### config.mk
export PLATFORM = sky130hd
export DESIGN_NAME = spaceship
export DESIGN_NICKNAME = d
export VERILOG_FILES = /design/src/space_pkg.sv /design/src/frame_control.sv /design/src/laser_engine.sv /design/src/ship_motion.sv /design/src/spaceship.sv /design/src/sprite_render.sv
export VERILOG_INCLUDE_DIRS = /design/src /design/src/src
export SDC_FILE = /design/constraint.sdc
export NUM_CORES = 1
export LEC_CHECK = 0
export BUFFER_PORTS_ARGS = -buffer_cell sky130_fd_sc_hd__buf_2
export CAP_MARGIN = 0
export CORE_MARGIN = 3
export CORE_UTILIZATION = 59
export DETAILED_ROUTE_END_ITERATION = 16
export PLACE_DENSITY = 0.84
export RECOVER_POWER = 25
export SLEW_MARGIN = 20
export SYNTH_ARGS = -nofsm -noshare
export SYNTH_HDL_FRONTEND = slang
export SYNTH_SLANG_ARGS = --single-unit
### constraint.sdc
create_clock -name clk -period 4.1 [get_ports clk]
set_input_delay 0.205 -clock clk [delete_from_list [all_inputs] [get_ports clk]]
set_output_delay 0.205 -clock clk [all_outputs]
set_load 0.01 [all_outputs]
### src/space_cfg.svh
`ifndef SPACE_CFG_SVH
`define SPACE_CFG_SVH

// Screen edges
`define LEFT_EDGE          11'd0
`define RIGHT_EDGE         11'd640
// Lowest row of the scoreboard band
`define SCOREBOARD_BOTTOM  11'd40

// Ship body rows and width, centre after clear
`define SHIP_TOP           11'd420
`define SHIP_BOTTOM        11'd430
`define SHIP_LENGTH        11'd40
`define SHIP_INITIAL       11'd320

// Laser sprite size and parked row, just above the ship
`define LASER_HEIGHT       11'd10
`define LASER_LENGTH       11'd3
`define LASER_INITIAL_Y    11'd417

// Hit boxes of the targets
`define SAUCER_HEIGHT      11'd15
`define SAUCER_LENGTH      11'd40
`define ALIEN_HEIGHT       11'd16
`define ALIEN_LENGTH       11'd30

// Per-frame steps
`define MOVE_STEP          11'd1
`define CLIMB_STEP         11'd1

// Colours packed as blue, green, red
`define COLOR_SHIP         8'h78
`define COLOR_LASER        8'hFF
`define COLOR_BLACK        8'h00

// Aliens checked for laser hits
`define NUM_ALIENS         4

`endif

### src/space_pkg.sv
`default_nettype none

`include "space_cfg.svh"

package space_pkg;

	// Raster coordinate, wide enough for 640 columns
	typedef logic [10:0] coord_t;

	// Blue in the top bits, red in the bottom
	typedef logic [7:0] color_t;

	// Title and menu keep the game cleared
	// Hold freezes everything in place
	typedef enum logic [1:0] {
		MODE_TITLE = 2'd0,
		MODE_MENU  = 2'd1,
		MODE_PLAY  = 2'd2,
		MODE_HOLD  = 2'd3
	} game_mode_t;

	// One coordinate per alien slot, slot 0 in the low bits
	typedef coord_t [`NUM_ALIENS-1:0] alien_coords_t;

endpackage

`default_nettype wire

### src/frame_control.sv
`timescale 1ns/1ns
`default_nettype none

module frame_control (
	input  logic                  clk,
	input  logic                  reset,
	input  logic                  restart,
	input  space_pkg::game_mode_t mode,
	input  space_pkg::coord_t     pixel_x,
	input  space_pkg::coord_t     pixel_y,
	output logic                  frame_tick,
	output logic                  clear
);
	import space_pkg::*;

	logic at_origin;
	logic mode_cleared;
	logic mode_play;

	// First pixel of the frame marks the update point
	assign at_origin = (pixel_x == '0) && (pixel_y == '0);

	// Title and menu screens keep the player parked
	assign mode_cleared = (mode == MODE_TITLE) || (mode == MODE_MENU);
	assign mode_play = (mode == MODE_PLAY);

	// Clear from reset, restart or a parked mode
	// Downstream gives it priority over the tick
	assign clear = reset || restart || mode_cleared;

	// One update strobe per frame in play mode
	// Hold mode gets no strobe, so state freezes
	assign frame_tick = at_origin && mode_play;

	////////////////////////////////////////////////////////////
	// Checks
	////////////////////////////////////////////////////////////

	// No state update may leak out of play mode
	tick_only_in_play: assert property (
		@(posedge clk) disable iff (reset)
		frame_tick |-> (mode == MODE_PLAY)
	);

endmodule

`default_nettype wire

### src/laser_engine.sv
`timescale 1ns/1ns
`default_nettype none

`include "space_cfg.svh"

module laser_engine (
	input  logic                     clk,
	input  logic                     clear,
	input  logic                     frame_tick,
	input  logic                     button_shoot,
	input  space_pkg::coord_t        ship_x,
	input  space_pkg::coord_t        saucer_x,
	input  space_pkg::coord_t        saucer_y,
	input  space_pkg::alien_coords_t alien_x,
	input  space_pkg::alien_coords_t alien_y,
	output space_pkg::coord_t        laser_x,
	output space_pkg::coord_t        laser_y,
	output logic                     laser_active
);
	import space_pkg::*;

	// Laser stops once its centre reaches this row
	localparam coord_t SCOREBOARD_HIT_ROW =
		`SCOREBOARD_BOTTOM + `LASER_HEIGHT / 2 + `CLIMB_STEP;

	localparam coord_t SAUCER_HALF_H = `SAUCER_HEIGHT / 2;
	localparam coord_t SAUCER_HALF_L = `SAUCER_LENGTH / 2;
	localparam coord_t ALIEN_HALF_H  = `ALIEN_HEIGHT / 2;
	localparam coord_t ALIEN_HALF_L  = `ALIEN_LENGTH / 2;

	logic                   hit_scoreboard;
	logic                   hit_saucer;
	logic [`NUM_ALIENS-1:0] hit_alien;
	logic                   hit;

	// Laser under a target box and at or above its lower hit row
	// Sums wrap at 11 bits near zero
	function automatic logic in_hit_box(
		input coord_t lx,
		input coord_t ly,
		input coord_t tx,
		input coord_t ty,
		input coord_t half_h,
		input coord_t half_l
	);
		logic row_hit;
		logic col_hit;
		row_hit = (ly <= ty + half_h + `CLIMB_STEP);
		col_hit = (lx >= tx - half_l) && (lx <= tx + half_l);
		return row_hit && col_hit;
	endfunction

	////////////////////////////////////////////////////////////
	// Hit detection on the current position
	////////////////////////////////////////////////////////////

	assign hit_scoreboard = (laser_y <= SCOREBOARD_HIT_ROW);

	assign hit_saucer = in_hit_box(laser_x, laser_y, saucer_x, saucer_y,
		SAUCER_HALF_H, SAUCER_HALF_L);

	// Same box test for every alien slot
	for (genvar i = 0; i < `NUM_ALIENS; i++) begin : g_alien_hit
		assign hit_alien[i] = in_hit_box(laser_x, laser_y, alien_x[i], alien_y[i],
			ALIEN_HALF_H, ALIEN_HALF_L);
	end

	assign hit = hit_scoreboard || hit_saucer || (|hit_alien);

	////////////////////////////////////////////////////////////
	// Per-frame laser update
	////////////////////////////////////////////////////////////

	always_ff @(posedge clk) begin
		if (clear) begin
			laser_x      <= `SHIP_INITIAL;
			laser_y      <= `LASER_INITIAL_Y;
			laser_active <= 1'b0;
		end else if (frame_tick) begin
			if (!laser_active) begin
				// Launch from the ship centre
				if (button_shoot) begin
					laser_active <= 1'b1;
					laser_x      <= ship_x;
				end
			end else if (hit) begin
				// Back to the parked row above the ship
				laser_active <= 1'b0;
				laser_x      <= ship_x;
				laser_y      <= `LASER_INITIAL_Y;
			end else begin
				laser_y <= laser_y - `CLIMB_STEP;
			end
		end
	end

	// Scoreboard stop keeps a live laser from climbing past it
	laser_above_scoreboard: assert property (
		@(posedge clk) disable iff (clear)
		laser_active |-> (laser_y >= SCOREBOARD_HIT_ROW)
	);

endmodule

`default_nettype wire

### src/ship_motion.sv
`timescale 1ns/1ns
`default_nettype none

`include "space_cfg.svh"

module ship_motion (
	input  logic              clk,
	input  logic              clear,
	input  logic              frame_tick,
	input  logic              button_left,
	input  logic              button_right,
	output space_pkg::coord_t ship_x
);
	import space_pkg::*;

	// Centre limits keep the whole hull on screen
	localparam coord_t LEFT_LIMIT  = `LEFT_EDGE + `SHIP_LENGTH / 2;
	localparam coord_t RIGHT_LIMIT = `RIGHT_EDGE - `SHIP_LENGTH / 2;

	logic can_left;
	logic can_right;

	assign can_left = button_left && (ship_x > LEFT_LIMIT);
	assign can_right = button_right && (ship_x < RIGHT_LIMIT);

	always_ff @(posedge clk) begin
		if (clear) begin
			ship_x <= `SHIP_INITIAL;
		end else if (frame_tick) begin
			// Right is checked first, so it overrides left
			if (can_right) begin
				ship_x <= ship_x + `MOVE_STEP;
			end else if (can_left) begin
				ship_x <= ship_x - `MOVE_STEP;
			end
		end
	end

	// Hull never crosses an edge
	ship_in_bounds: assert property (
		@(posedge clk) disable iff (clear)
		(ship_x >= LEFT_LIMIT) && (ship_x <= RIGHT_LIMIT)
	);

endmodule

`default_nettype wire

### src/spaceship.sv
`timescale 1ns/1ns
`default_nettype none

module spaceship (
	input  logic                     clk,
	input  logic                     reset,
	input  logic                     restart,
	input  logic                     button_left,
	input  logic                     button_right,
	input  logic                     button_shoot,
	input  space_pkg::game_mode_t    mode,
	input  space_pkg::coord_t        pixel_x,
	input  space_pkg::coord_t        pixel_y,
	input  space_pkg::coord_t        saucer_x,
	input  space_pkg::coord_t        saucer_y,
	input  space_pkg::alien_coords_t alien_x,
	input  space_pkg::alien_coords_t alien_y,
	output logic                     is_spaceship,
	output space_pkg::color_t        rgb_spaceship,
	output logic                     is_laser,
	output space_pkg::color_t        rgb_laser,
	output space_pkg::coord_t        laser_x,
	output space_pkg::coord_t        laser_y
);
	import space_pkg::*;

	// Frame strobe and clear level
	logic   frame_tick;
	logic   clear;
	// Player state
	coord_t ship_x;
	logic   laser_active;

	frame_control i_frame_control (
		.clk        (clk),
		.reset      (reset),
		.restart    (restart),
		.mode       (mode),
		.pixel_x    (pixel_x),
		.pixel_y    (pixel_y),
		.frame_tick (frame_tick),
		.clear      (clear)
	);

	ship_motion i_ship_motion (
		.clk          (clk),
		.clear        (clear),
		.frame_tick   (frame_tick),
		.button_left  (button_left),
		.button_right (button_right),
		.ship_x       (ship_x)
	);

	// Laser position also feeds the other game objects
	laser_engine i_laser_engine (
		.clk          (clk),
		.clear        (clear),
		.frame_tick   (frame_tick),
		.button_shoot (button_shoot),
		.ship_x       (ship_x),
		.saucer_x     (saucer_x),
		.saucer_y     (saucer_y),
		.alien_x      (alien_x),
		.alien_y      (alien_y),
		.laser_x      (laser_x),
		.laser_y      (laser_y),
		.laser_active (laser_active)
	);

	sprite_render i_sprite_render (
		.laser_active  (laser_active),
		.pixel_x       (pixel_x),
		.pixel_y       (pixel_y),
		.ship_x        (ship_x),
		.laser_x       (laser_x),
		.laser_y       (laser_y),
		.is_spaceship  (is_spaceship),
		.rgb_spaceship (rgb_spaceship),
		.is_laser      (is_laser),
		.rgb_laser     (rgb_laser)
	);

endmodule

`default_nettype wire

### src/sprite_render.sv
`timescale 1ns/1ns
`default_nettype none

`include "space_cfg.svh"

module sprite_render (
	input  logic              laser_active,
	input  space_pkg::coord_t pixel_x,
	input  space_pkg::coord_t pixel_y,
	input  space_pkg::coord_t ship_x,
	input  space_pkg::coord_t laser_x,
	input  space_pkg::coord_t laser_y,
	output logic              is_spaceship,
	output space_pkg::color_t rgb_spaceship,
	output logic              is_laser,
	output space_pkg::color_t rgb_laser
);
	import space_pkg::*;

	// Half extents around each sprite centre
	localparam coord_t SHIP_HALF_L  = `SHIP_LENGTH / 2;
	localparam coord_t LASER_HALF_H = `LASER_HEIGHT / 2;
	localparam coord_t LASER_HALF_L = `LASER_LENGTH / 2;

	logic ship_rows;
	logic ship_cols;
	logic laser_rows;
	logic laser_cols;

	////////////////////////////////////////////////////////////
	// Ship hull
	////////////////////////////////////////////////////////////

	// Fixed band near the bottom of the screen
	assign ship_rows = (pixel_y >= `SHIP_TOP) && (pixel_y <= `SHIP_BOTTOM);
	assign ship_cols = (pixel_x >= ship_x - SHIP_HALF_L) &&
		(pixel_x <= ship_x + SHIP_HALF_L);

	assign is_spaceship = ship_rows && ship_cols;

	////////////////////////////////////////////////////////////
	// Laser bolt
	////////////////////////////////////////////////////////////

	// Thin vertical bar centred on the laser position
	assign laser_rows = (pixel_y >= laser_y - LASER_HALF_H) &&
		(pixel_y <= laser_y + LASER_HALF_H);
	assign laser_cols = (pixel_x >= laser_x - LASER_HALF_L) &&
		(pixel_x <= laser_x + LASER_HALF_L);

	// Parked laser stays invisible
	assign is_laser = laser_active && laser_rows && laser_cols;

	// Colours, black outside the sprite
	assign rgb_spaceship = is_spaceship ? `COLOR_SHIP : `COLOR_BLACK;
	assign rgb_laser = is_laser ? `COLOR_LASER : `COLOR_BLACK;

endmodule

`default_nettype wire

==> summary.md <==
| Metric | Value |
|---|---|
| Residual DRC count | `0` |
| Total number of placement rows | `between 40 and 50` |
| H-tree levels | `2` |
| Clock sink count | `34` |
| Most common flop cell mapped by yosys | `dfxtp_1` |
| Yosys Warn Count | `0` |
| Final number of hold-violating endpoints | `0` |
| Slew headroom | `0.401` |
| Register-to-register setup slack | `0.43 ns` |
| Setup repair after global routing missed its margin | `no` |
| CTS buffer count | `5` |
| Synthesized instance count | `approximately 1300` |
| Area of the mapped netlist | `0.00985 mm²` |
| Power Dens Cells | `122 mW/mm²` |
| CP Class | `reg -> out` |
| Final critical-path required period | `3.80 ns` |
| Total iterations of the first detailed-routing run | `5` |
| Distinct cell type count of the synthesized netlist | `60` |
| Cell with the biggest individual delay on the critical path | `dfxtp_1` |
| TritonCTS clock tree | `yes` |
| Per-cell via count in the routed design | `around 6` |
| Maximum fanout along the worst path | `14` |
| Quantity of I/O buffers inserted on ports | `175` |
| Signal arrival time at the worst endpoint | `between 3 and 4 ns` |
| Number of max-slew violations in the final report | `0` |
| Portion of the clock cycle consumed by the worst path in the final layout | `0.927` |
| Clock slew at the register clock pins of the worst setup and hold paths | `approximately 0.060 ns` |
| Core region area | `around 0.016 mm²` |
| Final setup skew | `0.00853 ns` |
| Die span in y | `roughly 140 µm` |
| Total routing resource utilization after global routing | `0.282` |
| Initial core utilization | `0.611` |
| Final setup viols | `0` |
| Routed wire length | `around 26000 µm` |
| Part of the Yosys area used for sequential elements | `0.0691` |
| Post-DRT Antenna Nets | `0` |
| Share of synthesized flip-flops with an asynchronous set or reset | `0` |
| Area added between synthesis and finish | `11.6%` |
| Delay contributed by the slowest stage of the critical path | `slightly above 0.7 ns` |
| I/O pin count | `180` |
| Share of post-route cells with drive strength above 1 | `0.139` |
| Type of the tightest min-delay check | `in -> reg` |
| Outcome | `finished clean` |
| Total Neg Setup Slack | `0 ns` |
| Leakage power | `between 0.005 and 0.006 µW` |
| Flops & latches, synth | `34` |
| Worst Reg2Reg Path Length in Cells | `15` |
| Worst-case vdd ir drop | `about 0.00023 V` |
| Core utilization of the finished layout | `0.682` |
| Most prevalent standard cell on the critical path | `o21a_1` |
| Mean cell area of the mapped netlist | `~7.7 µm²` |
| Global route total overflow | `0` |
| WHS Endpoint | `i_laser_engine.laser_active` |
| Kind of start point of the critical path | `register` |
| Depth of the worst hold-timing path | `3` |
| Hold Buf Count CTS | `0` |
| CTS max path bufs | `2` |
| # fillers | `about 1400` |
| Pin count of the biggest net entering global routing | `20` |
| FF-to-FF Start | `i_ship_motion.ship_x[8]` |
| First-pass GRT wire length | `roughly 43000 µm` |
| Cells along the critical path | `inv_1 -> ha_1 -> inv_1 -> ha_1 -> nor2b_1 -> o21a_1 -> o21a_1 -> o21a_1 -> o21ai_0 -> nand2b_1 -> a21oi_1 -> o21ai_0 -> o211ai_1 -> and4_1 -> buf_2` |
| Via count | `9870` |
| Vias in the first global route | `about 9400` |
| Start point of the worst min-delay path | `button_shoot` |
| Total half-perimeter wirelength after legalization and detailed placement | `21700 µm` |
| Count of buffers added by post-CTS timing repair for setup | `0` |
| Floorplan die width | `about 140 µm` |
| Die footprint | `0.0183 mm²` |
| Number of enable flip-flop cells after synthesis | `0` |
| Max Clock Freq | `263 MHz` |
| Critical Path Sink Type | `output port` |
| Routability cong. | `approximately 0.88` |
| Post-DR wirelength/cell | `roughly 16 µm` |
| Cell at the root of the clock tree | `clkbuf_16` |
| Number of design-rule violations left by the first detailed-router iteration | `approximately 700` |
| Data required time of the worst path | `about 3.9 ns` |
| Number of antenna violations at the first check in global routing | `1` |
| Capture instance of the worst register-to-register path | `i_ship_motion.ship_x[10]` |
| Actual slew at the worst max-slew pin | `about 0.90 ns` |
| Max Cap Violations | `0` |
| Nets | `approximately 1800` |
| Worst-skew pair later-pin latency | `between 0.2 and 0.3 ns` |
## where the power goes
part           internal [µW]  total (µW)  switching, µW  leakage [µW]
registers                331         331     0.00000363      0.000274
logic                    286         642            357       0.00475
clock network            225         366            141     0.0000708
total                    841        1340            498       0.00510
## worst max path at each step
stage               slack, ns                        end                      start
floorplan                0.48   i_ship_motion.ship_x[10]    i_ship_motion.ship_x[4]
global placement         0.32  i_laser_engine.laser_x[0]                saucer_x[2]
detailed placement       0.24  i_laser_engine.laser_x[6]                saucer_x[2]
CTS                      0.32               rgb_laser[7]  i_laser_engine.laser_y[1]
global route             0.05               rgb_laser[7]  i_laser_engine.laser_y[1]
finish                   0.30               rgb_laser[7]  i_laser_engine.laser_y[1]
## routing by layer
layer  up-vias  track usage  wire [µm]
met5         -            0         13
met4         2       0.0857        665
met3        57       0.0256       1400
met2       315        0.498      12400
met1      4557        0.363      11900
li1       4939            -          -
## final cells by class
type	count	area, µm²	share of cell area
Antenna cell	1	2.50	0.000228
Sequential cell	34	681	0.0619
Timing Repair Buffer	197	1010	0.0922
Clock buffer	6	129	0.0117
Tap cell	216	270	0.0246
Inverter	49	184	0.0167
Multi-Input combinational cell	1140	8700	0.791
Clock inverter	2	13.8	0.00125
## kinds of logic (layout without fill, tap and decap cells)
| kind of cell | after synthesis | count (layout) | share of synthesized area |
|---|---|---|---|
| mux | 13 | 13 | 0.0132 |
| buf+inv | 109 | 254 | 0.0485 |
| fa+ha+maj | 252 | 252 | 0.321 |
| xor+xnor | 192 | 192 | 0.171 |
| other cells | 1 | 5 | 0.000381 |
| compound gates | 251 | 251 | 0.162 |
| flops | 34 | 34 | 0.0691 |
| simple gates | 428 | 428 | 0.215 |
## critical path, delay by kind of cell (launching register included)
kind	cells	cell delay, ns
buffers and inverters	3	0.35
AND/OR/NAND/NOR	3	0.57
AO/OA/AOI/OAI	7	0.99
flip-flops	1	0.71
adder cells (fa/ha/maj)	2	0.68
## metrics by stage
step	hold WS [ns]	cell area [µm²]	total power [µW]	setup WS, ns	instances
after floorplan	0.345	9860	758	0.481	1283
after global placement	0.480	10900	943	0.324	1636
after detailed placement	0.503	10900	970	0.240	1636
after CTS	0.223	11000	1330	0.324	1644
after global routing	0.280	11000	1440	0.0459	1644
final	0.243	11000	1340	0.300	1645
## synth_stat cells, types with 7 or more instances
cell type,n,area share
nand3b_1,7,0.0053
o21a_1,16,0.012
buf_4,16,0.012
mux2i_1,13,0.013
xor2_1,90,0.080
nor2b_1,24,0.015
nor4_1,14,0.0089
nand4_1,50,0.032
a211oi_1,16,0.012
a31oi_1,7,0.0044
dfxtp_1,34,0.069
nor2_1,107,0.041
o211ai_1,8,0.0061
o21ai_0,61,0.031
and3_1,12,0.0076
a21oi_1,77,0.039
nor3_1,36,0.018
a21o_1,19,0.014
ha_1,251,0.32
xnor2_1,102,0.091
nand3_1,53,0.027
inv_1,49,0.019
nand2b_1,17,0.011
clkbuf_1,40,0.015
nand2_1,85,0.032
## cells in the final DEF, fill, tap and decap left out, types with 8 or more instances in the layout
| cell | count |
|---|---|
| o21a_1 | 16 |
| a21o_1 | 19 |
| nand4_1 | 50 |
| and3_1 | 12 |
| xor2_1 | 90 |
| o211ai_1 | 8 |
| dfxtp_1 | 34 |
| buf_4 | 18 |
| inv_1 | 49 |
| nand2_1 | 85 |
| nor2b_1 | 24 |
| ha_1 | 251 |
| o21ai_0 | 61 |
| xnor2_1 | 102 |
| a211oi_1 | 16 |
| nand2b_1 | 17 |
| mux2i_1 | 13 |
| nand3_1 | 53 |
| clkbuf_1 | 15 |
| nor4_1 | 14 |
| buf_2 | 165 |
| nor3_1 | 36 |
| nor2_1 | 107 |
| a21oi_1 | 77 |
## sequential cells by signal, indices dropped and copies added, names as in the netlist
register / flops
i_laser_engine.laser_active: 1
i_laser_engine.laser_x: 11
i_laser_engine.laser_y: 11
i_ship_motion.ship_x: 11
## what timing repair did
action | 4_1_cts | 5_1_grt
endpoints found under the setup margin | 0 | 1
endpoints found under the hold margin | 0 | 0
resized for setup | 0 | 1
No activity file was read; power rests on OpenSTA's default activity.
